$ cat src/icache_consts.svh
// geometry of the instruction cache
// derived widths assume 32-bit instructions and power-of-two sizes
// replacement logic assumes exactly two ways
`ifndef ICACHE_CONSTS_SVH
`define ICACHE_CONSTS_SVH

// base geometry
`define ICACHE_ADDR_W     32
`define ICACHE_SETS       16
`define ICACHE_WAYS       2
`define ICACHE_LINE_WORDS 4

// derived field widths
`define ICACHE_IDX_W  ($clog2(`ICACHE_SETS))
`define ICACHE_WORD_W ($clog2(`ICACHE_LINE_WORDS))
`define ICACHE_BYTE_W 2
`define ICACHE_WAY_W  ($clog2(`ICACHE_WAYS))
`define ICACHE_TAG_W  (`ICACHE_ADDR_W - `ICACHE_IDX_W - `ICACHE_WORD_W - `ICACHE_BYTE_W)

`endif

$ cat src/icache_addr_pkg.sv
// address field types for a physical, byte-addressed fetch port
// both address views overlay the same 32-bit word
`include "icache_consts.svh"

package icache_addr_pkg;

  typedef logic [`ICACHE_TAG_W-1:0]  tag_t;
  typedef logic [`ICACHE_IDX_W-1:0]  idx_t;
  typedef logic [`ICACHE_WORD_W-1:0] word_t;
  typedef logic [31:0]               instr_t;

  // normal fetch / hit-invalidate decoding
  typedef struct packed {
    tag_t                       tag;
    idx_t                       index;
    word_t                      word;
    logic [`ICACHE_BYTE_W-1:0]  byte_sel;
  } fetch_addr_t;

  // index-invalidate decoding, way sits in the lowest bits
  typedef struct packed {
    logic [`ICACHE_TAG_W-1:0]                                  upper;
    idx_t                                                      index;
    logic [`ICACHE_WORD_W+`ICACHE_BYTE_W-`ICACHE_WAY_W-1:0]    spare;
    logic [`ICACHE_WAY_W-1:0]                                  way;
  } maint_addr_t;

  typedef union packed {
    fetch_addr_t fetch;
    maint_addr_t maint;
  } icache_addr_u;

endpackage

$ cat src/icache_if.sv
// internal bundles between the cache submodules
// no clocks here, every sequential element lives in a module
`timescale 1ns/1ps
`include "icache_consts.svh"


// tag/valid/data/replacement arrays
interface array_if import icache_addr_pkg::*; ();
  idx_t                                           rd_idx;
  logic [`ICACHE_WAYS-1:0]                        tag_we;
  logic [`ICACHE_WAYS-1:0]                        valid_we;
  idx_t                                           wr_idx;
  tag_t                                           wr_tag;
  instr_t [`ICACHE_LINE_WORDS-1:0]                wr_line;
  logic                                           wr_valid;
  logic                                           repl_we;
  logic [`ICACHE_WAY_W-1:0]                       repl_wdata;
  tag_t [`ICACHE_WAYS-1:0]                        rd_tag;
  logic [`ICACHE_WAYS-1:0]                        rd_valid;
  instr_t [`ICACHE_WAYS-1:0][`ICACHE_LINE_WORDS-1:0] rd_line;
  logic [`ICACHE_WAY_W-1:0]                       rd_repl;

  modport read_idx (output rd_idx);
  modport control (
    output tag_we, valid_we, wr_idx, wr_tag, wr_line, wr_valid, repl_we, repl_wdata,
    input  rd_tag, rd_valid, rd_line, rd_repl
  );
  modport storage (
    input  rd_idx, tag_we, valid_we, wr_idx, wr_tag, wr_line, wr_valid, repl_we, repl_wdata,
    output rd_tag, rd_valid, rd_line, rd_repl
  );
endinterface


$ cat src/icache_ways.sv
// per-way tag, valid and line arrays plus one replacement bit per set
// all reads are registered, one cycle after rd_idx
// a write to the set being read is forwarded into the read register
`timescale 1ns/1ps
`include "icache_consts.svh"

module icache_ways
  import icache_addr_pkg::*;
(
  input  logic     clk,
  input  logic     rst_n,
  array_if.storage arr
);

  tag_t                            tag_mem  [`ICACHE_WAYS][`ICACHE_SETS];
  instr_t [`ICACHE_LINE_WORDS-1:0] line_mem [`ICACHE_WAYS][`ICACHE_SETS];
  logic [`ICACHE_WAYS-1:0][`ICACHE_SETS-1:0]   valid_q;
  logic [`ICACHE_SETS-1:0][`ICACHE_WAY_W-1:0]  repl_q;
  logic                                        same_set;

  assign same_set = (arr.wr_idx == arr.rd_idx);

  // ====================
  // tags and lines
  // ====================
  always_ff @(posedge clk) begin
    for (int w = 0; w < `ICACHE_WAYS; w++) begin
      if (arr.tag_we[w]) begin
        tag_mem[w][arr.wr_idx]  <= arr.wr_tag;
        line_mem[w][arr.wr_idx] <= arr.wr_line;
      end
      arr.rd_tag[w]  <= (arr.tag_we[w] && same_set) ? arr.wr_tag : tag_mem[w][arr.rd_idx];
      arr.rd_line[w] <= (arr.tag_we[w] && same_set) ? arr.wr_line : line_mem[w][arr.rd_idx];
    end
  end

  // ====================
  // valid and replacement bits
  // ====================
  always_ff @(posedge clk or negedge rst_n) begin
    if (!rst_n) begin
      valid_q      <= '0;
      repl_q       <= '0;
      arr.rd_valid <= '0;
      arr.rd_repl  <= '0;
    end else begin
      for (int w = 0; w < `ICACHE_WAYS; w++) begin
        if (arr.valid_we[w]) begin
          valid_q[w][arr.wr_idx] <= arr.wr_valid;
        end
        arr.rd_valid[w] <= (arr.valid_we[w] && same_set) ? arr.wr_valid
                                                         : valid_q[w][arr.rd_idx];
      end
      if (arr.repl_we) begin
        repl_q[arr.wr_idx] <= arr.repl_wdata;
      end
      arr.rd_repl <= (arr.repl_we && same_set) ? arr.repl_wdata : repl_q[arr.rd_idx];
    end
  end

endmodule

$ cat src/flat_wrapper.sv
// flat-port wrapper written by rule: the top's interface ports become plain ports
module icache_ways_flat import icache_addr_pkg::*;
  (clk, rst_n, arr_rd_idx, arr_tag_we, arr_valid_we, arr_wr_idx, arr_wr_tag, arr_wr_line, arr_wr_valid, arr_repl_we, arr_repl_wdata, arr_rd_tag, arr_rd_valid, arr_rd_line, arr_rd_repl);
  array_if arr_i ();
  input  logic clk;
  input  logic rst_n;
  input wire logic [$bits(arr_i.rd_idx)-1:0] arr_rd_idx;
  input wire logic [$bits(arr_i.tag_we)-1:0] arr_tag_we;
  input wire logic [$bits(arr_i.valid_we)-1:0] arr_valid_we;
  input wire logic [$bits(arr_i.wr_idx)-1:0] arr_wr_idx;
  input wire logic [$bits(arr_i.wr_tag)-1:0] arr_wr_tag;
  input wire logic [$bits(arr_i.wr_line)-1:0] arr_wr_line;
  input wire logic [$bits(arr_i.wr_valid)-1:0] arr_wr_valid;
  input wire logic [$bits(arr_i.repl_we)-1:0] arr_repl_we;
  input wire logic [$bits(arr_i.repl_wdata)-1:0] arr_repl_wdata;
  output wire logic [$bits(arr_i.rd_tag)-1:0] arr_rd_tag;
  output wire logic [$bits(arr_i.rd_valid)-1:0] arr_rd_valid;
  output wire logic [$bits(arr_i.rd_line)-1:0] arr_rd_line;
  output wire logic [$bits(arr_i.rd_repl)-1:0] arr_rd_repl;
  assign arr_i.rd_idx = arr_rd_idx;
  assign arr_i.tag_we = arr_tag_we;
  assign arr_i.valid_we = arr_valid_we;
  assign arr_i.wr_idx = arr_wr_idx;
  assign arr_i.wr_tag = arr_wr_tag;
  assign arr_i.wr_line = arr_wr_line;
  assign arr_i.wr_valid = arr_wr_valid;
  assign arr_i.repl_we = arr_repl_we;
  assign arr_i.repl_wdata = arr_repl_wdata;
  assign arr_rd_tag = arr_i.rd_tag;
  assign arr_rd_valid = arr_i.rd_valid;
  assign arr_rd_line = arr_i.rd_line;
  assign arr_rd_repl = arr_i.rd_repl;
  icache_ways u_core (.clk(clk), .rst_n(rst_n), .arr(arr_i));
endmodule
$ cat config.mk
export PLATFORM = sky130hd
export DESIGN_NAME = icache_ways_flat
export DESIGN_NICKNAME = d
export VERILOG_FILES = /design/src/icache_addr_pkg.sv /design/src/icache_if.sv /design/src/icache_ways.sv /design/src/flat_wrapper.sv
export VERILOG_INCLUDE_DIRS = /design/src
export SDC_FILE = /design/constraint.sdc
export NUM_CORES = 2
export LEC_CHECK = 0
export BUFFER_PORTS_ARGS = -buffer_cell sky130_fd_sc_hd__buf_4
export CELL_PAD_IN_SITES_DETAIL_PLACEMENT = 2
export CELL_PAD_IN_SITES_GLOBAL_PLACEMENT = 2
export CORE_MARGIN = 3
export CORE_UTILIZATION = 30
export CTS_CLUSTER_SIZE = 20
export DETAILED_ROUTE_END_ITERATION = 7
export PLACE_DENSITY = 0.58
export SETUP_SLACK_MARGIN = 0.1
export SYNTH_ARGS = -nofsm -noshare
export SYNTH_HDL_FRONTEND = slang
export SYNTH_MEMORY_MAX_BITS = 65536
export SYNTH_SLANG_ARGS = --single-unit
$ cat constraint.sdc
create_clock -name clk -period 1.8 [get_ports clk]
set_input_delay 0.27 -clock clk [delete_from_list [all_inputs] [get_ports clk]]
set_output_delay 0.27 -clock clk [all_outputs]
set_load 0.005 [all_outputs]
==> qor.yml <==
timing:
  finalCriticalPeriod_ns: 1.99
  worst_slack_ns: -0.194
  rsz0062_at_grt: "yes"
  final.period_utilization: 1.11
  worstMarginPinSlew_ns: 0.639
  slew-limit-headroom: 0.573
  slew_violations: 0
  setup_viol: 110
  max_freq_mhz: 501
  hold_viol: 0
  finClkSkew_ns: 0.0533
  tns_ns: -4.21
die:
  initial_core_util: 0.302
  rows: 296
  fp.dieArea_um2: 665000
  core-area_um2: 651000
  dieHeight_um: 816
  io_pins: 476
  die_x_um: 816
power:
  p_per_area_nw_per_um2: 1120
  max-vdd-ir-drop_v: 0.000929
  leakage_nw: 81.6
  power_mw: 279
layout:
  design_area_um2: 250000
  final_common_cell: "edfxtp_1"
  fin_cells: 20060
  fin_nets: 11083
  layout_common_cells: "4,864 x edfxtp_1, 927 x mux4_2, 844 x buf_4"
  final_layout_size_suffix_gt1_frac: 0.435
  area_growth_pct: 27.2
global_routing:
  gr-usage-met3: 0.0225
  grt_max_degree: 73
  use_met2: 0.326
  grt_pass1_vias: 112770
  antenna_found_initial: 50
  use_met1: 0.256
  grt_overflow: 0
  busiest_layer: "met2"
  grt_use_total: 0.189
  grt_pass1_wl_um: 910000
setup_path:
  r2r_slack_ns: -0.18
  rr_endpoint: "u_core.arr.rd_repl$_DFF_PN0_"
  cp.depth: 1
  crit_arrival_ns: 1.72
  rr_worst_depth: 3
  end_kind: "output port"
  crit_slowest_cell: "dfrtp_2"
  path_buf_inv: 1
  path_max_fanout: 1
  critPathKind: "flop to output port"
  critPathLaunchType: "flop"
  crit_family: "flip-flops"
  max_stage_delay_ns: 0.50
  path_cells: "buf_6"
  reg2reg_from: "u_core.repl_q[3]$_DFFE_PN0P_"
  crit_required_ns: 1.53
drt:
  drc: 0
  via_count: 101346
  vias_per_cell: 5.05
  wire_per_inst_um: 32.1
  ant_nets: 0
  wl_um: 644000
  drtIter0Drc: 8829
  drt-pass1-iter-count: 5
placement:
  place_inst: 18801
  gp_congestion: 0.759
  post-place-ws_ns: -1.09
  io_buffer_count: 475
  dp.final_hpwl_um: 413000
  placed_area_um2: 225000
clock_network:
  cts_buffer_depth: 4
  clk_pin_slew_ns: 0.07
  tritoncts: "yes"
  cts_buffers: 587
  clk_latency_ns: 1.05
  clockRootBuffer: "clkbuf_16"
  cts-htree-levels: 6
  clock_sinks: 5219
synthesis:
  synth_top_area_cell: "edfxtp_1"
  syn_area_um2: 197000
  synth_top_area_share: 0.743
  syn-num-nets: 9135
  yosysWarnings: 0
  netlist_instances: 8966
  synth.area.top_cells: "edfxtp_1 74%, mux4_2 11%, mux2_2 5.1%, dfxtp_1 3.1%, o22ai_1 1.9%"
  avgSynthCellArea_um2: 21.9
  synth_seq_area_share: 0.780
  synth_cell_types: 24
  ys_ff_latch: 5219
worst_hold_path:
  min_from: "arr_wr_idx[2]"
  holdCritPathClass: "input port to flop"
  holdPathStages: 6
  holdPathEnd: "u_core.valid_q[12]$_DFFE_PN0P_"
flow_run:
  cap_violations: 0
run_status:
  violations: "setup timing"
  outcome: "finished, violations left"
==> what timing repair did <==
item,CTS,global route
endpoints found under the setup margin,409,452
resized for setup,887,233
endpoints found under the hold margin,5296,17
hold buffers,167,4
gates cloned,0,1
buffers inserted,0,4
pin swaps,14,21
==> flip-flops by register name, indices dropped and copies added (netlist names) <==
name                 count
u_core.valid_q          32
u_core.repl_q           16
u_core.arr.rd_line     256
u_core.tag_mem         768
u_core.arr.rd_tag       48
u_core.line_mem       4096
u_core.arr.rd_repl       1
u_core.arr.rd_valid      2
==> Yosys cell counts <==
cell	count
and2_1	34
buf_1	60
buf_2	109
buf_4	39
buf_6	31
clkbuf_1	287
dfrtp_1	51
dfxtp_1	304
edfxtp_1	4864
inv_2	1
mux2_1	73
mux2_2	886
mux2i_1	314
mux4_2	927
nand2_1	53
nand2b_1	5
nor2_1	9
nor3_1	6
nor4_1	1
nor4_2	1
o21ai_0	302
o22ai_1	604
or2_1	1
xor2_1	4
==> worst max-delay path by stage <==
stage | startpoint | end | slack (ns)
after floorplan | arr_wr_idx[3] | u_core.line_mem[0][1408]$_DFFE_PP_ | -0.55
after global placement | arr_rd_idx[1] | u_core.arr.rd_tag[7]$_DFF_P_ | -1.09
after detailed placement | arr_rd_idx[1] | u_core.arr.rd_tag[7]$_DFF_P_ | -1.09
after CTS | u_core.arr.rd_valid[1]$_DFF_PN0_ | arr_rd_valid[1] | -0.36
after global routing | u_core.arr.rd_valid[1]$_DFF_PN0_ | arr_rd_valid[1] | -0.29
final | u_core.arr.rd_valid[1]$_DFF_PN0_ | arr_rd_valid[1] | -0.19
==> report_power, final <==
group / switching [mW] / internal, mW
Combinational: 10.5 / 9.57
Clock: 51.5 / 69.3
Sequential: 1.98 / 136
==> cells by family after synthesis <==
logic type | synth area share
buffers and inverters | 0.0127
DFF | 0.780
xor gates and xnor gates | 0.000178
and+or+nand+nor | 0.00270
AOI/OAI and AO/OA | 0.0269
muxes | 0.177
==> final cells by class <==
type / count / area, µm²
fillers: 60980 / 401000
flip-flops and latches: 5219 / 154000
multi-input cells: 3220 / 42900
repair buffers: 1885 / 22700
clock buffers: 774 / 15900
well taps: 8642 / 10800
clock inverters: 303 / 3470
diodes: 16 / 40.0
inverters: 1 / 11.3
==> metal layers <==
layer  vias up  share of wire
li1      41598              -
met1     56223           0.43
met2      2639           0.50
met3       874          0.041
met4        12          0.027
met5         -        0.00011
==> worst register-to-register path, delay by kind of cell, from the launching register on <==
family  cells  cell delay, ns
flops       1            0.39
mux         3            1.42
==> per-stage QoR <==
stage	util	hold slack, ns
after floorplan	-	-0.0256
final	0.384	0.0420
after detailed placement	0.345	0.263
after CTS	0.382	0.00530
after global routing	0.384	-0.00200
after global placement	0.345	0.262
(Power assumes the default switching activity.)
