===== config.mk =====
export PLATFORM = sky130hd
export DESIGN_NAME = icache_req_stage_flat
export DESIGN_NICKNAME = d
export VERILOG_FILES = /design/src/icache_addr_pkg.sv /design/src/icache_op_pkg.sv /design/src/icache_if.sv /design/src/icache_req_stage.sv /design/src/flat_wrapper.sv
export VERILOG_INCLUDE_DIRS = /design/src
export SDC_FILE = /design/constraint.sdc
export NUM_CORES = 1
export LEC_CHECK = 0
export ABC_AREA = 0
export CORE_MARGIN = 10
export CORE_UTILIZATION = 45
export DETAILED_ROUTE_END_ITERATION = 12
export DONT_BUFFER_PORTS = 1
export GPL_ROUTABILITY_DRIVEN = 0
export SYNTH_ARGS = -nofsm -noshare
export SYNTH_HDL_FRONTEND = slang
export SYNTH_SLANG_ARGS = --single-unit
export TNS_END_PERCENT = 20

===== constraint.sdc =====
create_clock -name clk -period 2.58 [get_ports clk]
set_input_delay 0.516 -clock clk [delete_from_list [all_inputs] [get_ports clk]]
set_output_delay 0.516 -clock clk [all_outputs]
set_load 0.01 [all_outputs]

===== src/icache_consts.svh =====
// geometry of the instruction cache
// derived widths assume 32-bit instructions and power-of-two sizes
// replacement logic assumes exactly two ways
`ifndef ICACHE_CONSTS_SVH
`define ICACHE_CONSTS_SVH

// base geometry
`define ICACHE_ADDR_W     32
`define ICACHE_SETS       16
`define ICACHE_WAYS       2
`define ICACHE_LINE_WORDS 4

// derived field widths
`define ICACHE_IDX_W  ($clog2(`ICACHE_SETS))
`define ICACHE_WORD_W ($clog2(`ICACHE_LINE_WORDS))
`define ICACHE_BYTE_W 2
`define ICACHE_WAY_W  ($clog2(`ICACHE_WAYS))
`define ICACHE_TAG_W  (`ICACHE_ADDR_W - `ICACHE_IDX_W - `ICACHE_WORD_W - `ICACHE_BYTE_W)

`endif


===== src/icache_addr_pkg.sv =====
// address field types for a physical, byte-addressed fetch port
// both address views overlay the same 32-bit word
`include "icache_consts.svh"

package icache_addr_pkg;

  typedef logic [`ICACHE_TAG_W-1:0]  tag_t;
  typedef logic [`ICACHE_IDX_W-1:0]  idx_t;
  typedef logic [`ICACHE_WORD_W-1:0] word_t;
  typedef logic [31:0]               instr_t;

  // normal fetch / hit-invalidate decoding
  typedef struct packed {
    tag_t                       tag;
    idx_t                       index;
    word_t                      word;
    logic [`ICACHE_BYTE_W-1:0]  byte_sel;
  } fetch_addr_t;

  // index-invalidate decoding, way sits in the lowest bits
  typedef struct packed {
    logic [`ICACHE_TAG_W-1:0]                                  upper;
    idx_t                                                      index;
    logic [`ICACHE_WORD_W+`ICACHE_BYTE_W-`ICACHE_WAY_W-1:0]    spare;
    logic [`ICACHE_WAY_W-1:0]                                  way;
  } maint_addr_t;

  typedef union packed {
    fetch_addr_t fetch;
    maint_addr_t maint;
  } icache_addr_u;

endpackage


===== src/icache_op_pkg.sv =====
// request operation codes and refill FSM states
// encoding 2'b11 is not a valid operation

package icache_op_pkg;

  // request operation
  typedef enum logic [1:0] {
    OP_FETCH   = 2'd0,
    OP_IDX_INV = 2'd1,
    OP_HIT_INV = 2'd2
  } icache_op_e;

  // memory side burst
  typedef enum logic [1:0] {
    RF_IDLE = 2'd0,
    RF_ADDR = 2'd1,
    RF_DATA = 2'd2
  } refill_state_e;

endpackage


===== src/icache_if.sv =====
// internal bundles between the cache submodules
// no clocks here, every sequential element lives in a module
`timescale 1ns/1ps
`include "icache_consts.svh"

// stage-1 contents plus the advance strobe going back
interface stage_if import icache_addr_pkg::*, icache_op_pkg::*; ();
  logic         s1_valid;
  icache_op_e   s1_op;
  icache_addr_u s1_addr;
  logic         s1_adef;
  logic         s1_advance;

  modport source (output s1_valid, s1_op, s1_addr, s1_adef, input s1_advance);
  modport sink   (input s1_valid, s1_op, s1_addr, s1_adef, output s1_advance);
endinterface

// tag/valid/data/replacement arrays
interface array_if import icache_addr_pkg::*; ();
  idx_t                                           rd_idx;
  logic [`ICACHE_WAYS-1:0]                        tag_we;
  logic [`ICACHE_WAYS-1:0]                        valid_we;
  idx_t                                           wr_idx;
  tag_t                                           wr_tag;
  instr_t [`ICACHE_LINE_WORDS-1:0]                wr_line;
  logic                                           wr_valid;
  logic                                           repl_we;
  logic [`ICACHE_WAY_W-1:0]                       repl_wdata;
  tag_t [`ICACHE_WAYS-1:0]                        rd_tag;
  logic [`ICACHE_WAYS-1:0]                        rd_valid;
  instr_t [`ICACHE_WAYS-1:0][`ICACHE_LINE_WORDS-1:0] rd_line;
  logic [`ICACHE_WAY_W-1:0]                       rd_repl;

  modport read_idx (output rd_idx);
  modport control (
    output tag_we, valid_we, wr_idx, wr_tag, wr_line, wr_valid, repl_we, repl_wdata,
    input  rd_tag, rd_valid, rd_line, rd_repl
  );
  modport storage (
    input  rd_idx, tag_we, valid_we, wr_idx, wr_tag, wr_line, wr_valid, repl_we, repl_wdata,
    output rd_tag, rd_valid, rd_line, rd_repl
  );
endinterface



===== src/icache_req_stage.sv =====
// accepts one request per cycle into stage 1
// stage 1 holds until the lookup reports that it advances
// array read index follows the port only when stage 1 reloads
`timescale 1ns/1ps
`include "icache_consts.svh"

module icache_req_stage
  import icache_addr_pkg::*, icache_op_pkg::*;
(
  input  logic         clk,
  input  logic         rst_n,
  input  logic         req_valid_i,
  input  icache_op_e   req_op_i,
  input  icache_addr_u req_addr_i,
  output logic         req_ready_o,
  stage_if.source      st,
  array_if.read_idx    arr
);

  logic s1_load;
  logic adef_in;

  // stage 1 empty or its response leaves this cycle
  assign s1_load     = !st.s1_valid || st.s1_advance;
  assign req_ready_o = s1_load;

  // only fetches care about word alignment
  assign adef_in = (req_op_i == OP_FETCH) && (req_addr_i.fetch.byte_sel != '0);

  // ====================
  // stage 1 register
  // ====================
  always_ff @(posedge clk or negedge rst_n) begin
    if (!rst_n) begin
      st.s1_valid <= 1'b0;
    end else if (s1_load) begin
      st.s1_valid <= req_valid_i;
    end
  end

  always_ff @(posedge clk) begin
    if (s1_load && req_valid_i) begin
      st.s1_op   <= req_op_i;
      st.s1_addr <= req_addr_i;
      st.s1_adef <= adef_in;
    end
  end

  // read the incoming set, or keep re-reading the held one
  // so refill and invalidate writes show up while stalled
  assign arr.rd_idx = s1_load ? req_addr_i.fetch.index : st.s1_addr.fetch.index;

endmodule


===== src/flat_wrapper.sv =====
// flat-port wrapper written by rule: the top's interface ports become plain ports
module icache_req_stage_flat import icache_addr_pkg::*, icache_op_pkg::*;
  (clk, rst_n, req_valid_i, req_op_i, req_addr_i, req_ready_o, st_s1_valid, st_s1_op, st_s1_addr, st_s1_adef, st_s1_advance, arr_rd_idx);
  stage_if st_i ();
  array_if arr_i ();
  input  logic clk;
  input  logic rst_n;
  input  logic req_valid_i;
  input  icache_op_e req_op_i;
  input  icache_addr_u req_addr_i;
  output logic req_ready_o;
  output wire logic [$bits(st_i.s1_valid)-1:0] st_s1_valid;
  output wire logic [$bits(st_i.s1_op)-1:0] st_s1_op;
  output wire logic [$bits(st_i.s1_addr)-1:0] st_s1_addr;
  output wire logic [$bits(st_i.s1_adef)-1:0] st_s1_adef;
  input wire logic [$bits(st_i.s1_advance)-1:0] st_s1_advance;
  output wire logic [$bits(arr_i.rd_idx)-1:0] arr_rd_idx;
  assign st_s1_valid = st_i.s1_valid;
  assign st_s1_op = st_i.s1_op;
  assign st_s1_addr = st_i.s1_addr;
  assign st_s1_adef = st_i.s1_adef;
  assign st_i.s1_advance = st_s1_advance;
  assign arr_rd_idx = arr_i.rd_idx;
  icache_req_stage u_core (.clk(clk), .rst_n(rst_n), .req_valid_i(req_valid_i), .req_op_i(req_op_i), .req_addr_i(req_addr_i), .req_ready_o(req_ready_o), .st(st_i), .arr(arr_i));
endmodule

==> impl_metrics.env <==
export IMPL_power_density_cell_area_nw_per_um2=873
export IMPL_max_slew_worst_pin_slew_ns=0.741
export IMPL_rsz_0062_raised_after_global_routing="false"
export IMPL_final_hold_viol_count=0
export IMPL_synth_async_reset_ratio_pct=2.78
export IMPL_via_count=448
export IMPL_count_of_flip_flops_with_a_built_in_enable_after_synthesis=35
export IMPL_core_rowCount=18
export IMPL_antenna_violations_before_repair=0
export IMPL_finalNonFillerCells=85
export IMPL_drc_viols=0
export IMPL_yosys_register_bits=36
export IMPL_first_pass_grt_wire_length_mm=3.54
export IMPL_ys_top_cells_by_area="sky130_fd_sc_hd__edfxtp_1 88%, sky130_fd_sc_hd__mux2_4 5.1%, sky130_fd_sc_hd__dfrtp_1 2.1%"
export IMPL_synth_lib_cells_used_distinct=10
export IMPL_gate_count_after_technology_mapping=47
export IMPL_wl_per_cell_um=29.1
export IMPL_clock_root_buffer="sky130_fd_sc_hd__clkbuf_4"
export IMPL_worst_r2r_cell_count=2
export IMPL_syn_mean_instance_area_um2=25.3
export IMPL_maxSlewHeadroom_pct=50.6
export IMPL_layout_worst_path_cycle_share_pct=73.0
export IMPL_maxClockFrequency_ghz=0.531
export IMPL_worst_path_max_fanout=7
export IMPL_capture_point_of_the_worst_reg_to_reg_path="u_core.st.s1_addr[27]"
export IMPL_worst_slack_ns=0.696
export IMPL_slowest_stage="sky130_fd_sc_hd__dfrtp_1"
export IMPL_cp_cell_sequence="nor2b_4 > mux2_4"
export IMPL_crit_path_end_kind="output port"
export IMPL_clock_tree_buffer_depth=2
export IMPL_io_pins=79
export IMPL_grt_use_total_pct=9.73
export IMPL_design_core_area_um2=2500
export IMPL_post_synth_most_frequent_cells="35 x sky130_fd_sc_hd__edfxtp_1, 4 x sky130_fd_sc_hd__mux2_4"
export IMPL_timing_max_transition_violations_final=0
export IMPL_synth_sequential_area_ratio_pct=90.5
export IMPL_synthDominantAreaCellType="sky130_fd_sc_hd__edfxtp_1"
export IMPL_die_w_um=71.4
export IMPL_die_height_um=71.4
export IMPL_layout_nets=92
export IMPL_yosys_most_used_dff="sky130_fd_sc_hd__edfxtp_1"
export IMPL_synth_net_count=85
export IMPL_grt_pass1_vias=536
export IMPL_detail_route_first_pass_iterations=4
export IMPL_dpl_worst_slack_ns=0.891
export IMPL_critical_path_arrival_ns=1.37
export IMPL_tritoncts_num_sinks=36
export IMPL_largest_net_degree_at_the_start_of_global_routing=36
export IMPL_synth_area_um2=1190
export IMPL_post_cts_setup_buffers=0
export IMPL_status="complete, no violations"
export IMPL_vdd_drop_max_v=0.000726
export IMPL_place_inst=76
export IMPL_yosysMostFrequentCell="sky130_fd_sc_hd__edfxtp_1"
export IMPL_detail_route_antenna_nets=0
export IMPL_htree_levels=2
export IMPL_cell_area_reported_after_detailed_placement_um2=1210
export IMPL_timing_critical_path_from_type="flop"
export IMPL_critPathRequiredTime_ns=2.06
export IMPL_finalSetupViolations=0
export IMPL_place_port_buffers=0
export IMPL_min_delay_path_depth=0
export IMPL_critical_path_startpoint="u_core.st.s1_valid"
export IMPL_min_period_ns=1.88
export IMPL_vias_per_cell=5.27
export IMPL_area_delta_synth_final_pct=10.1
export IMPL_path_class="reg2out"
export IMPL_drv_cap=0
export IMPL_power_static_leakage_nw=0.444
export IMPL_cts_inserted_buffers=5
export IMPL_timing_clock_skew_ns=0.00871
export IMPL_clock_latency_ns=0.34
export IMPL_drt_first_iter_violations=26
export IMPL_detail_route_wirelength_mm=2.47
export IMPL_clk_pin_slew_worst_paths_ns=0.11
export IMPL_die_area_um2=5100
export IMPL_num_antenna_cells=0
export IMPL_r2r_start="u_core.st.s1_valid"
export IMPL_cts_tree="yes"
export IMPL_hold_class="in2reg"
export IMPL_timing_critical_path_to="arr_rd_idx[3]"
export IMPL_design_area_um2=1310
export IMPL_synth_largest_type_area_fraction_pct=88.4
export IMPL_globalRouteOverflowTotal=0
export IMPL_initial_utilization_pct=47.5
export IMPL_critPathMaxStageDelay_ns=0.41
export IMPL_synth_yosys_warnings=0
export IMPL_proportion_of_layout_cells_with_a_drive_suffix_above_1_pct=27.3
export IMPL_final_setup_tns_ns=0
export IMPL_ff2ff_setup_slack_ns=0.90
export IMPL_fin_hold_ws_ns=0.263
-- final cells by class --
| cell class | count | area [µm²] |
|---|---|---|
| clock buffer | 5 | 37.5 |
| timing repair buffer | 1 | 10.0 |
| inverter | 1 | 3.75 |
| fill | 177 | 1190 |
| clock inverter | 3 | 46.3 |
| tap | 30 | 37.5 |
| multi-input combinational | 9 | 97.6 |
| sequential | 36 | 1080 |
-- per-stage QoR --
step | utilization [%] | power [W]
6_report | 52.4 | 0.00114
5_1_grt | 52.4 | 0.00119
4_1_cts | 52.4 | 0.00116
3_5_place_dp | 48.6 | 0.000764
3_3_place_gp | 48.6 | 0.000763
2_1_floorplan | - | 0.000752
-- layer usage --
| metal | up-vias | track usage [%] | wire (µm) |
|---|---|---|---|
| met5 | - | 0 | 0 |
| met4 | 0 | 7.10 | 32 |
| met3 | 4 | 10.3 | 547 |
| met2 | 52 | 13.7 | 1120 |
| met1 | 197 | 7.80 | 770 |
| li1 | 195 | - | - |
-- state kept, by name, summed over array words and instances, names as in the netlist --
| register | cells |
|---|---|
| u_core.st.s1_addr | 32 |
| u_core.st.s1_adef | 1 |
| u_core.st.s1_op | 2 |
| u_core.st.s1_valid | 1 |
-- how the worst min path moves through the flow --
stage                            end           start  slack (ns)
2_1_floorplan     u_core.st.s1_valid           rst_n        0.22
3_3_place_gp      u_core.st.s1_valid           rst_n        0.22
3_5_place_dp      u_core.st.s1_valid           rst_n        0.22
4_1_cts        u_core.st.s1_addr[10]  req_addr_i[10]        0.24
5_1_grt        u_core.st.s1_addr[17]  req_addr_i[17]        0.23
6_report       u_core.st.s1_addr[17]  req_addr_i[17]        0.26
-- repair_timing --
action,in CTS,in global routing
hold endpoints to repair,1,0
hold buffers,1,0
gates resized for setup,0,0
-- layout by cell type, fill, tap and decap left out --
master                           n
sky130_fd_sc_hd__clkinvlp_4      1
sky130_fd_sc_hd__clkbuf_4        5
sky130_fd_sc_hd__mux2_4          4
sky130_fd_sc_hd__dfrtp_1         1
sky130_fd_sc_hd__and2b_2         1
sky130_fd_sc_hd__nor2_1          1
sky130_fd_sc_hd__inv_6           1
sky130_fd_sc_hd__bufinv_16       1
sky130_fd_sc_hd__nor2b_4         1
sky130_fd_sc_hd__nor3_1          1
sky130_fd_sc_hd__edfxtp_1       35
sky130_fd_sc_hd__dlygate4sd3_1   1
sky130_fd_sc_hd__or2_2           1
sky130_fd_sc_hd__inv_1           1
-- critical path, delay by kind of cell (launching register included) --
family | cells | cell delay (ns)
flip-flops | 1 | 0.41
multiplexers | 1 | 0.35
AND/OR/NAND/NOR | 1 | 0.28
-- cells by family (layout without fill, tap and decap cells) --
| logic type | Yosys count | after routing | synth area share, % |
|---|---|---|---|
| flip-flops | 36 | 36 | 90.5 |
| AND/OR/NAND/NOR | 5 | 5 | 3.16 |
| multiplexers | 4 | 4 | 5.05 |
| buffers and inverters | 2 | 10 | 1.26 |
-- where the power goes --
group | switching [W] | internal (W)
combinational | 0.0000225 | 0.0000136
clock | 0.000186 | 0.000207
sequential | 0.0000306 | 0.000682
No activity file was read; power rests on OpenSTA's default activity.
