[src/icache_consts.svh]
// geometry of the instruction cache
// derived widths assume 32-bit instructions and power-of-two sizes
// replacement logic assumes exactly two ways
`ifndef ICACHE_CONSTS_SVH
`define ICACHE_CONSTS_SVH

// base geometry
`define ICACHE_ADDR_W     32
`define ICACHE_SETS       16
`define ICACHE_WAYS       2
`define ICACHE_LINE_WORDS 4

// derived field widths
`define ICACHE_IDX_W  ($clog2(`ICACHE_SETS))
`define ICACHE_WORD_W ($clog2(`ICACHE_LINE_WORDS))
`define ICACHE_BYTE_W 2
`define ICACHE_WAY_W  ($clog2(`ICACHE_WAYS))
`define ICACHE_TAG_W  (`ICACHE_ADDR_W - `ICACHE_IDX_W - `ICACHE_WORD_W - `ICACHE_BYTE_W)

`endif

[src/icache_addr_pkg.sv]
// address field types for a physical, byte-addressed fetch port
// both address views overlay the same 32-bit word
`include "icache_consts.svh"

package icache_addr_pkg;

  typedef logic [`ICACHE_TAG_W-1:0]  tag_t;
  typedef logic [`ICACHE_IDX_W-1:0]  idx_t;
  typedef logic [`ICACHE_WORD_W-1:0] word_t;
  typedef logic [31:0]               instr_t;

  // normal fetch / hit-invalidate decoding
  typedef struct packed {
    tag_t                       tag;
    idx_t                       index;
    word_t                      word;
    logic [`ICACHE_BYTE_W-1:0]  byte_sel;
  } fetch_addr_t;

  // index-invalidate decoding, way sits in the lowest bits
  typedef struct packed {
    logic [`ICACHE_TAG_W-1:0]                                  upper;
    idx_t                                                      index;
    logic [`ICACHE_WORD_W+`ICACHE_BYTE_W-`ICACHE_WAY_W-1:0]    spare;
    logic [`ICACHE_WAY_W-1:0]                                  way;
  } maint_addr_t;

  typedef union packed {
    fetch_addr_t fetch;
    maint_addr_t maint;
  } icache_addr_u;

endpackage

[src/icache_op_pkg.sv]
// request operation codes and refill FSM states
// encoding 2'b11 is not a valid operation

package icache_op_pkg;

  // request operation
  typedef enum logic [1:0] {
    OP_FETCH   = 2'd0,
    OP_IDX_INV = 2'd1,
    OP_HIT_INV = 2'd2
  } icache_op_e;

  // memory side burst
  typedef enum logic [1:0] {
    RF_IDLE = 2'd0,
    RF_ADDR = 2'd1,
    RF_DATA = 2'd2
  } refill_state_e;

endpackage

[src/icache_if.sv]
// internal bundles between the cache submodules
// no clocks here, every sequential element lives in a module
`timescale 1ns/1ps
`include "icache_consts.svh"


// line refill request and returned line
interface refill_if import icache_addr_pkg::*; ();
  logic                            refill_start;
  icache_addr_u                    line_addr;
  logic                            refill_done;
  instr_t [`ICACHE_LINE_WORDS-1:0] line;

  modport requester (output refill_start, line_addr, input refill_done, line);
  modport responder (input refill_start, line_addr, output refill_done, line);
endinterface

[src/icache_refill.sv]
// line refill over a read-only AXI-style channel (AR and R)
// burst length is fixed at one line, beats arrive in word order
// refill_done pulses on the last beat with that beat forwarded directly
`timescale 1ns/1ps
`include "icache_consts.svh"

module icache_refill
  import icache_addr_pkg::*, icache_op_pkg::*;
(
  input  logic         clk,
  input  logic         rst_n,
  input  logic         mem_ar_ready_i,
  input  logic         mem_r_valid_i,
  input  instr_t       mem_r_data_i,
  input  logic         mem_r_last_i,
  output logic         mem_ar_valid_o,
  output icache_addr_u mem_ar_addr_o,
  output logic         mem_r_ready_o,
  refill_if.responder  rf
);

  refill_state_e                   state_q;
  word_t                           cnt_q;
  instr_t [`ICACHE_LINE_WORDS-2:0] beat_buf;
  icache_addr_u                    line_base;
  logic                            beat;

  // clear word and byte fields to get the line address
  always_comb begin
    line_base                = rf.line_addr;
    line_base.fetch.word     = '0;
    line_base.fetch.byte_sel = '0;
  end

  assign beat = (state_q == RF_DATA) && mem_r_valid_i;

  // ====================
  // burst FSM
  // ====================
  always_ff @(posedge clk or negedge rst_n) begin
    if (!rst_n) begin
      state_q <= RF_IDLE;
      cnt_q   <= '0;
    end else begin
      case (state_q)
        RF_IDLE: begin
          cnt_q <= '0;
          if (rf.refill_start) state_q <= RF_ADDR;
        end
        RF_ADDR: if (mem_ar_ready_i) state_q <= RF_DATA;
        RF_DATA: begin
          if (beat) begin
            cnt_q <= cnt_q + 1'b1;
            if (mem_r_last_i) state_q <= RF_IDLE;
          end
        end
        default: state_q <= RF_IDLE;
      endcase
    end
  end

  // address latched at start, beats except the last go to the buffer
  always_ff @(posedge clk) begin
    if (state_q == RF_IDLE && rf.refill_start) mem_ar_addr_o <= line_base;
    if (beat && !mem_r_last_i) beat_buf[cnt_q] <= mem_r_data_i;
  end

  assign mem_ar_valid_o = (state_q == RF_ADDR);
  assign mem_r_ready_o  = (state_q == RF_DATA);
  assign rf.refill_done = beat && mem_r_last_i;
  assign rf.line        = {mem_r_data_i, beat_buf};

endmodule

[src/flat_wrapper.sv]
// flat-port wrapper written by rule: the top's interface ports become plain ports
module icache_refill_flat import icache_addr_pkg::*, icache_op_pkg::*;
  (clk, rst_n, mem_ar_ready_i, mem_r_valid_i, mem_r_data_i, mem_r_last_i, mem_ar_valid_o, mem_ar_addr_o, mem_r_ready_o, rf_refill_start, rf_line_addr, rf_refill_done, rf_line);
  refill_if rf_i ();
  input  logic clk;
  input  logic rst_n;
  input  logic mem_ar_ready_i;
  input  logic mem_r_valid_i;
  input  instr_t mem_r_data_i;
  input  logic mem_r_last_i;
  output logic mem_ar_valid_o;
  output icache_addr_u mem_ar_addr_o;
  output logic mem_r_ready_o;
  input wire logic [$bits(rf_i.refill_start)-1:0] rf_refill_start;
  input wire logic [$bits(rf_i.line_addr)-1:0] rf_line_addr;
  output wire logic [$bits(rf_i.refill_done)-1:0] rf_refill_done;
  output wire logic [$bits(rf_i.line)-1:0] rf_line;
  assign rf_i.refill_start = rf_refill_start;
  assign rf_i.line_addr = rf_line_addr;
  assign rf_refill_done = rf_i.refill_done;
  assign rf_line = rf_i.line;
  icache_refill u_core (.clk(clk), .rst_n(rst_n), .mem_ar_ready_i(mem_ar_ready_i), .mem_r_valid_i(mem_r_valid_i), .mem_r_data_i(mem_r_data_i), .mem_r_last_i(mem_r_last_i), .mem_ar_valid_o(mem_ar_valid_o), .mem_ar_addr_o(mem_ar_addr_o), .mem_r_ready_o(mem_r_ready_o), .rf(rf_i));
endmodule
[config.mk]
export PLATFORM = sky130hd
export DESIGN_NAME = icache_refill_flat
export DESIGN_NICKNAME = d
export VERILOG_FILES = /design/src/icache_addr_pkg.sv /design/src/icache_op_pkg.sv /design/src/icache_if.sv /design/src/icache_refill.sv /design/src/flat_wrapper.sv
export VERILOG_INCLUDE_DIRS = /design/src
export SDC_FILE = /design/constraint.sdc
export NUM_CORES = 1
export LEC_CHECK = 0
export BUFFER_PORTS_ARGS = -buffer_cell sky130_fd_sc_hd__buf_2
export CAP_MARGIN = 15
export CORE_MARGIN = 2
export CORE_UTILIZATION = 42
export CTS_CLUSTER_DIAMETER = 60
export DETAILED_ROUTE_END_ITERATION = 8
export GPL_TIMING_DRIVEN = 1
export PLACE_DENSITY_LB_ADDON = 0.3
export REMOVE_ABC_BUFFERS = 1
export SLEW_MARGIN = 20
export SYNTH_ARGS = -nofsm -noshare
export SYNTH_HDL_FRONTEND = slang
export SYNTH_SLANG_ARGS = --single-unit
[constraint.sdc]
create_clock -name clk -period 6.8 [get_ports clk]
set_clock_uncertainty 0.1 [all_clocks]
set_input_delay 1.02 -clock clk [delete_from_list [all_inputs] [get_ports clk]]
set_output_delay 1.02 -clock clk [all_outputs]
set_load 0.02 [all_outputs]
==> results of run 1 <==
[cells in the mapped netlist, drive strengths merged]
master,n,area share (%)
nor2b,1,0.15
conb,1,0.088
and2b,1,0.20
o21ai,1,0.12
a22o,1,0.20
dfrtp,4,2.3
nand2,3,0.26
nor2,2,0.18
ha,3,0.88
nor3b,1,0.18
mux2i,1,0.23
and3,3,0.53
inv,4,0.35
o211ai,1,0.18
edfxtp,124,87
buf,37,6.5
and4b,1,0.23
nand3,2,0.23
a21oi,1,0.12
[kinds of logic (layout without fill, tap and decap cells)]
group | count (synthesis) | after routing | share of synthesized area [%]
AO/OA/AOI/OAI | 4 | 4 | 0.614
adder cells (fa/ha/maj) | 3 | 3 | 0.878
buffers and inverters | 41 | 261 | 6.84
flip-flops | 128 | 128 | 89.4
multiplexers | 1 | 1 | 0.234
other | 1 | 4 | 0.0877
AND/OR/NAND/NOR | 14 | 14 | 1.96
[power groups by stage]
stage	clock (uW)	sequential, uW	combinational, uW
5_1_grt	947	972	259
6_report	886	966	241
3_5_place_dp	0	982	242
3_3_place_gp	0	979	238
2_1_floorplan	0	1040	60.8
4_1_cts	908	967	245
[layout make-up]
cell class,count,area share [%]
clock buffer,18,7.08
inverter,4,0.254
tap,133,2.82
timing repair buffer,225,19.1
multi-input combinational,26,3.03
clock inverter,14,2.90
sequential,128,64.8
[registers in the layout, summed over array words and instances, names as in the netlist]
signal,cells
u_core.mem_ar_addr_o,28
u_core.state_q,2
u_core.rf.line,96
u_core.cnt_q,2
[cells in the final DEF, fill, tap and decap left out]
cell / Yosys / layout
buf_2: 0 / 224
edfxtp_1: 124 / 124
clkbuf_16: 0 / 16
clkinv_1: 0 / 5
inv_1: 4 / 4
conb_1: 1 / 4
bufinv_16: 0 / 4
dfrtp_1: 4 / 4
and3_2: 3 / 3
nand2_1: 3 / 3
ha_1: 3 / 3
clkinvlp_4: 0 / 3
nor2_1: 2 / 2
nand3_1: 2 / 2
clkinv_2: 0 / 2
nor2b_1: 1 / 1
and4b_2: 0 / 1
and2b_2: 1 / 1
nor3b_2: 0 / 1
mux2i_1: 1 / 1
o211ai_1: 1 / 1
a22o_1: 1 / 1
a21oi_1: 1 / 1
o21ai_0: 1 / 1
clkbuf_8: 0 / 1
clkbuf_1: 0 / 1
buf_4: 37 / 1
[worst max-delay path, cell delays in order (launching register included)]
cell and delay (ns):
dfrtp_1 0.44, nor2b_1 0.44, and3_2 0.24, buf_2 0.15
[stage by stage]
step | setup WS [ns] | instances | util [%] | hold WS [ns] | total power [uW]
6_report | 3.90 | 548 | 60.1 | 0.212 | 2090
4_1_cts | 3.88 | 548 | 60.1 | 0.181 | 2120
3_3_place_gp | 4.18 | 516 | 54.1 | 0.436 | 1220
2_1_floorplan | 3.14 | 158 | - | 0.373 | 1100
5_1_grt | 3.77 | 548 | 60.1 | 0.179 | 2180
3_5_place_dp | 4.18 | 516 | 54.1 | 0.438 | 1220
[worst paths after layout]
| path | startpoint | slack (ns) | depth (start not counted) | end |
|---|---|---|---|---|
| worst min-delay path | rst_n | 0.21 | 1 | u_core.cnt_q[1] |
| max in group asynchronous | rst_n | 6.26 | 1 | u_core.state_q[1] |
| worst max-delay path | u_core.state_q[1] | 3.90 | 3 | rf_refill_done |
| worst max register to register | u_core.state_q[1] | 4.54 | 2 | u_core.rf.line[29] |
| min in group clk | u_core.state_q[1] | 0.45 | 1 | u_core.state_q[0] |
| worst min register to register | u_core.state_q[1] | 0.45 | 1 | u_core.state_q[0] |
[per-layer routing]
layer	GRT usage (%)	wire, um	vias up
met4	8.67	143	0
met3	8.73	980	12
met2	27.3	4320	172
met5	0	0	-
li1	-	-	1110
met1	16.2	3230	1121
==> reports/qor.txt, run 1 <==
Outcome - completed
Setup repair after global routing missed its margin - no
Final Net Count - 475
Clock Latency Late Sink - 0.50 ns
Hold Crit Class - in -> async
Net Switching - 492 uW
Clk root buf - clkbuf_8
Hold-fix buffers at CTS - 0
Gr ovfl total - 0
Clock slew at reported path FFs - 0.06 ns
Startpoint types - register
Core Box Area - 9820 um2
Post-CTS Setup Bufs - 0
Placed cell area - 5310 um2
Die area - 11000 um2
Ports - 233
Vias in the first global route - 2520
Ant diodes - 0
Dpl hpwl - 6.01 mm
Post-synthesis sequential area ratio - 89.4%
Maximum fanout along the worst path - 8
Setup crit end kind - output port
Antenna-violating nets left - 0
FMAX - 0.345 GHz
Leakage - 0.00245 uW
Critical path arrival - 1.78 ns
Pre-Repair DR Iteration Count - 4
Crit Path Category - reg -> out
Synthesized area per cell - 22.3 um2
Synth warnings - 0
Largest net degree at the start of global routing - 33
Clock buffer depth - 2
Setup violators final - 0
Cell area after synthesis - 4280 um2
Filler Cell Count - 770
H-tree levels - 4
Setup TNS - 0 ns
First-pass GRT wire length - 12.9 mm
Cell Int Power - 1600 uW
Final Hold Vio Count - 0
Rel. slew slack - 42.7%
Syn Inst Count - 192
Global Route Usage Sum - 16.3%
I/O Buffers - 224
Vias - 2415
Layout cells sized above 1 - 61.9%
Routability Congestion - 0.745
Maximum Capacitance Violations - 0
Synth Register Bits - 128
Number of CTS-inserted buffers - 17
Multi-input gate area - 179 um2
Die Y - 105 um
Sequential share of power - 46.2%
Comb pwr share - 11.5%
Initial antenna violation count - 0
Post-Route WL - 8.67 mm
Period utilization - 42.6%
Sw Share - 23.5%
CTS tree - done
Vias per inst - 4.41
Design area - 5900 um2
Clk pwr share - 42.3%
Count of pins over their slew limit - 0
Std-Cell Rows - 36
Post-CTS sizing - 0
Clock sink count - 128
WL/cell - 15.8 um
Highest ir drop seen on vdd - 0.218 mV
Drt initial violations - 75
Worst Tran Pin Value - 0.860 ns
Area Overhead vs Synth - 38.0%
Post-route minimum period - 2.90 ns
Yosys cell types - 19
Die Width - 105 um
CP Data Required Time - 5.68 ns
Power density cells - 355 nW/um2
Sequential cell area - 3820 um2
Drt drc - 0
Initial Utilization - 43.6%
Power figures use the tool's default switching activity.
==> run 2: changes to the inputs <==
--- a/config.mk
+++ b/config.mk
@@ -6,6 +6,7 @@
 export SDC_FILE = /design/constraint.sdc
 export NUM_CORES = 1
 export LEC_CHECK = 0
+export ABC_AREA = 1
 export BUFFER_PORTS_ARGS = -buffer_cell sky130_fd_sc_hd__buf_2
 export CAP_MARGIN = 15
 export CORE_MARGIN = 2
==> constraint.sdc (replaced) <==
create_clock -name clk -period 2.7 [get_ports clk]
set_clock_uncertainty 0.1 [all_clocks]
set_input_delay 0.405 -clock clk [delete_from_list [all_inputs] [get_ports clk]]
set_output_delay 0.405 -clock clk [all_outputs]
set_load 0.02 [all_outputs]
==> reports/qor.txt, run 2 <==
Clk root buf - clkbuf_8
Drt drc - 0
Final Hold Vio Count - 0
Most numerous cell in the Yosys netlist - edfxtp_1
Core Box Area - 9820 um2
Hold WS - 0.0316 ns
Number of CTS-inserted buffers - 17
Antenna-violating nets left - 0
WL/cell - 15.3 um
Leakage - 0.00262 uW
Final setup margin - 0.867 ns
Setup WS pre-CTS - 1.00 ns
Std-Cell Rows - 36
Largest area contributor in the netlist - edfxtp_1
Post-synthesis sequential area ratio - 89.4%
Maximum fanout along the worst path - 3
Post-CTS sizing - 0
Worst path cell trace - inv_2, nor3_1, buf_2
Vias per inst - 4.39
Area Overhead vs Synth - 46.3%
Slowest cell on crit path - dfrtp_1
Highest ir drop seen on vdd - 0.424 mV
Clock Latency Late Sink - 0.49 ns
Largest net degree at the start of global routing - 29
Setup repair after global routing missed its margin - no
Drt initial violations - 74
Initial antenna violation count - 0
Outcome - completed
Ports - 233
Post-CTS Setup Bufs - 0
Final Net Count - 518
Most instantiated cells after synthesis - 124 x edfxtp_1, 36 x buf_4, 8 x nand2_1, 7 x inv_1
CTS tree - done
Vias - 2591
Synth area leaders - edfxtp_1 87%, buf_4 6.3%, dfrtp_1 2.3%, ha_1 0.88%, nand2_1 0.70%
Primary FF master, synth - edfxtp_1
Count of pins over their slew limit - 0
Synth warnings - 0
Synthesized area per cell - 21.6 um2
First-pass GRT wire length - 13.6 mm
Syn Inst Count - 198
Period utilization - 67.9%
Number of cells after detailed placement - 529
Largest register FFs - 96
Hold Crit Class - in -> reg
Ant diodes - 0
Pre-Repair DR Iteration Count - 4
Dpl hpwl - 6.11 mm
Die Y - 105 um
Setup crit end kind - output port
Die area - 11000 um2
Share of the synthesized area in the top cell type - 87.1%
Layout cells sized above 1 - 59.1%
Setup TNS - 0 ns
Clock slew at reported path FFs - 0.06 ns
Die Width - 105 um
Fin cells - 590
Clock sink count - 128
Power density cells - 847 nW/um2
Final design utilization - 63.7%
Hold-fix buffers at CTS - 29
Clock buffer depth - 2
Synth Register Bits - 128
Largest stage delay on the critical path - 0.42 ns
CP Data Required Time - 2.19 ns
Startpoint types - register
Most frequent cells in the layout - 224 x buf_2, 124 x edfxtp_1, 30 x dlygate4sd3_1
Post-synth EDFFs - 124
Most common cell after layout, fill and taps aside - buf_2
Crit Path Category - reg -> out
FFs w/ async S/R, synth - 3.13%
FMAX - 0.546 GHz
Critical path arrival - 1.33 ns
Setup violators final - 0
I/O Buffers - 224
Global Route Usage Sum - 16.5%
H-tree levels - 4
Post-route minimum period - 1.83 ns
Initial Utilization - 43.5%
Maximum Capacitance Violations - 0
Routability Congestion - 0.728
Post-Route WL - 9.01 mm
Vias in the first global route - 2608
Cell area after synthesis - 4280 um2
Yosys cell types - 15
Gr ovfl total - 0
==> run 2: cell count changes in the layout (fill, tap and decap cells not counted), sizes merged, moves of 3 or more <==
cell         previous run  this run
nor3                    0         4
nand2                   3         8
nand3                   2         5
buf                   225       231
inv                     4        10
dlygate4sd3             0        30
and3                    3         0
==> run 2: power breakdown <==
| part | internal [uW] | total [uW] | switching (uW) |
|---|---|---|---|
| Clock | 1400 | 2180 | 777 |
| Combinational | 216 | 688 | 472 |
| Sequential | 2370 | 2430 | 58.5 |
==> run 2: cells by family (layout without fill, tap and decap cells) <==
group | after synthesis | after routing | share of synthesized area (%)
adders and majority gates | 3 | 3 | 0.878
and+or+nand+nor | 20 | 20 | 2.37
buffers and inverters | 45 | 301 | 7.11
DFF | 128 | 128 | 89.4
other | 1 | 4 | 0.0877
AOI/OAI and AO/OA | 1 | 1 | 0.117
==> run 2: layer usage <==
layer,global-route usage [%],wire [um],up-vias
li1,-,-,1195
met1,17.4,3300,1214
met2,28.6,4620,170
met3,7.42,948,12
met4,7.14,144,0
met5,0,0,-
==> run 2: path summary, 6_finish.rpt <==
check	start	end	slack, ns	cells after the start
setup / recovery	u_core.state_q[1]	rf_refill_done	0.87	3
hold / removal	mem_r_data_i[17]	u_core.rf.line[17]	0.03	1
setup reg to reg	u_core.cnt_q[0]	u_core.rf.line[67]	1.00	5
hold reg to reg	u_core.cnt_q[1]	u_core.cnt_q[1]	0.44	2
max in group asynchronous	rst_n	u_core.state_q[1]	2.22	2
min in group asynchronous	rst_n	u_core.state_q[0]	0.15	2
==> run 2: stage by stage <==
stage	cell area, um2	total power, uW
5_1_grt	6260	5500
3_5_place_dp	5370	3130
2_1_floorplan	4020	2810
3_3_place_gp	5370	3110
4_1_cts	6250	5350
6_report	6260	5300
==> run 2: cell type report <==
| type | count | area (um2) |
|---|---|---|
| sequential | 128 | 3820 |
| fill | 718 | 3560 |
| timing repair buffer | 261 | 1470 |
| clock buffer | 17 | 414 |
| multi-input combinational | 28 | 176 |
| clock inverter | 14 | 168 |
| tap | 133 | 166 |
| inverter | 9 | 33.8 |
==> run 2: critical path: cells and delay by family, from the launching register on <==
| family | cells | cell delay [ns] |
|---|---|---|
| buffers and inverters | 2 | 0.27 |
| flip-flops | 1 | 0.42 |
| AND/OR/NAND/NOR | 1 | 0.16 |
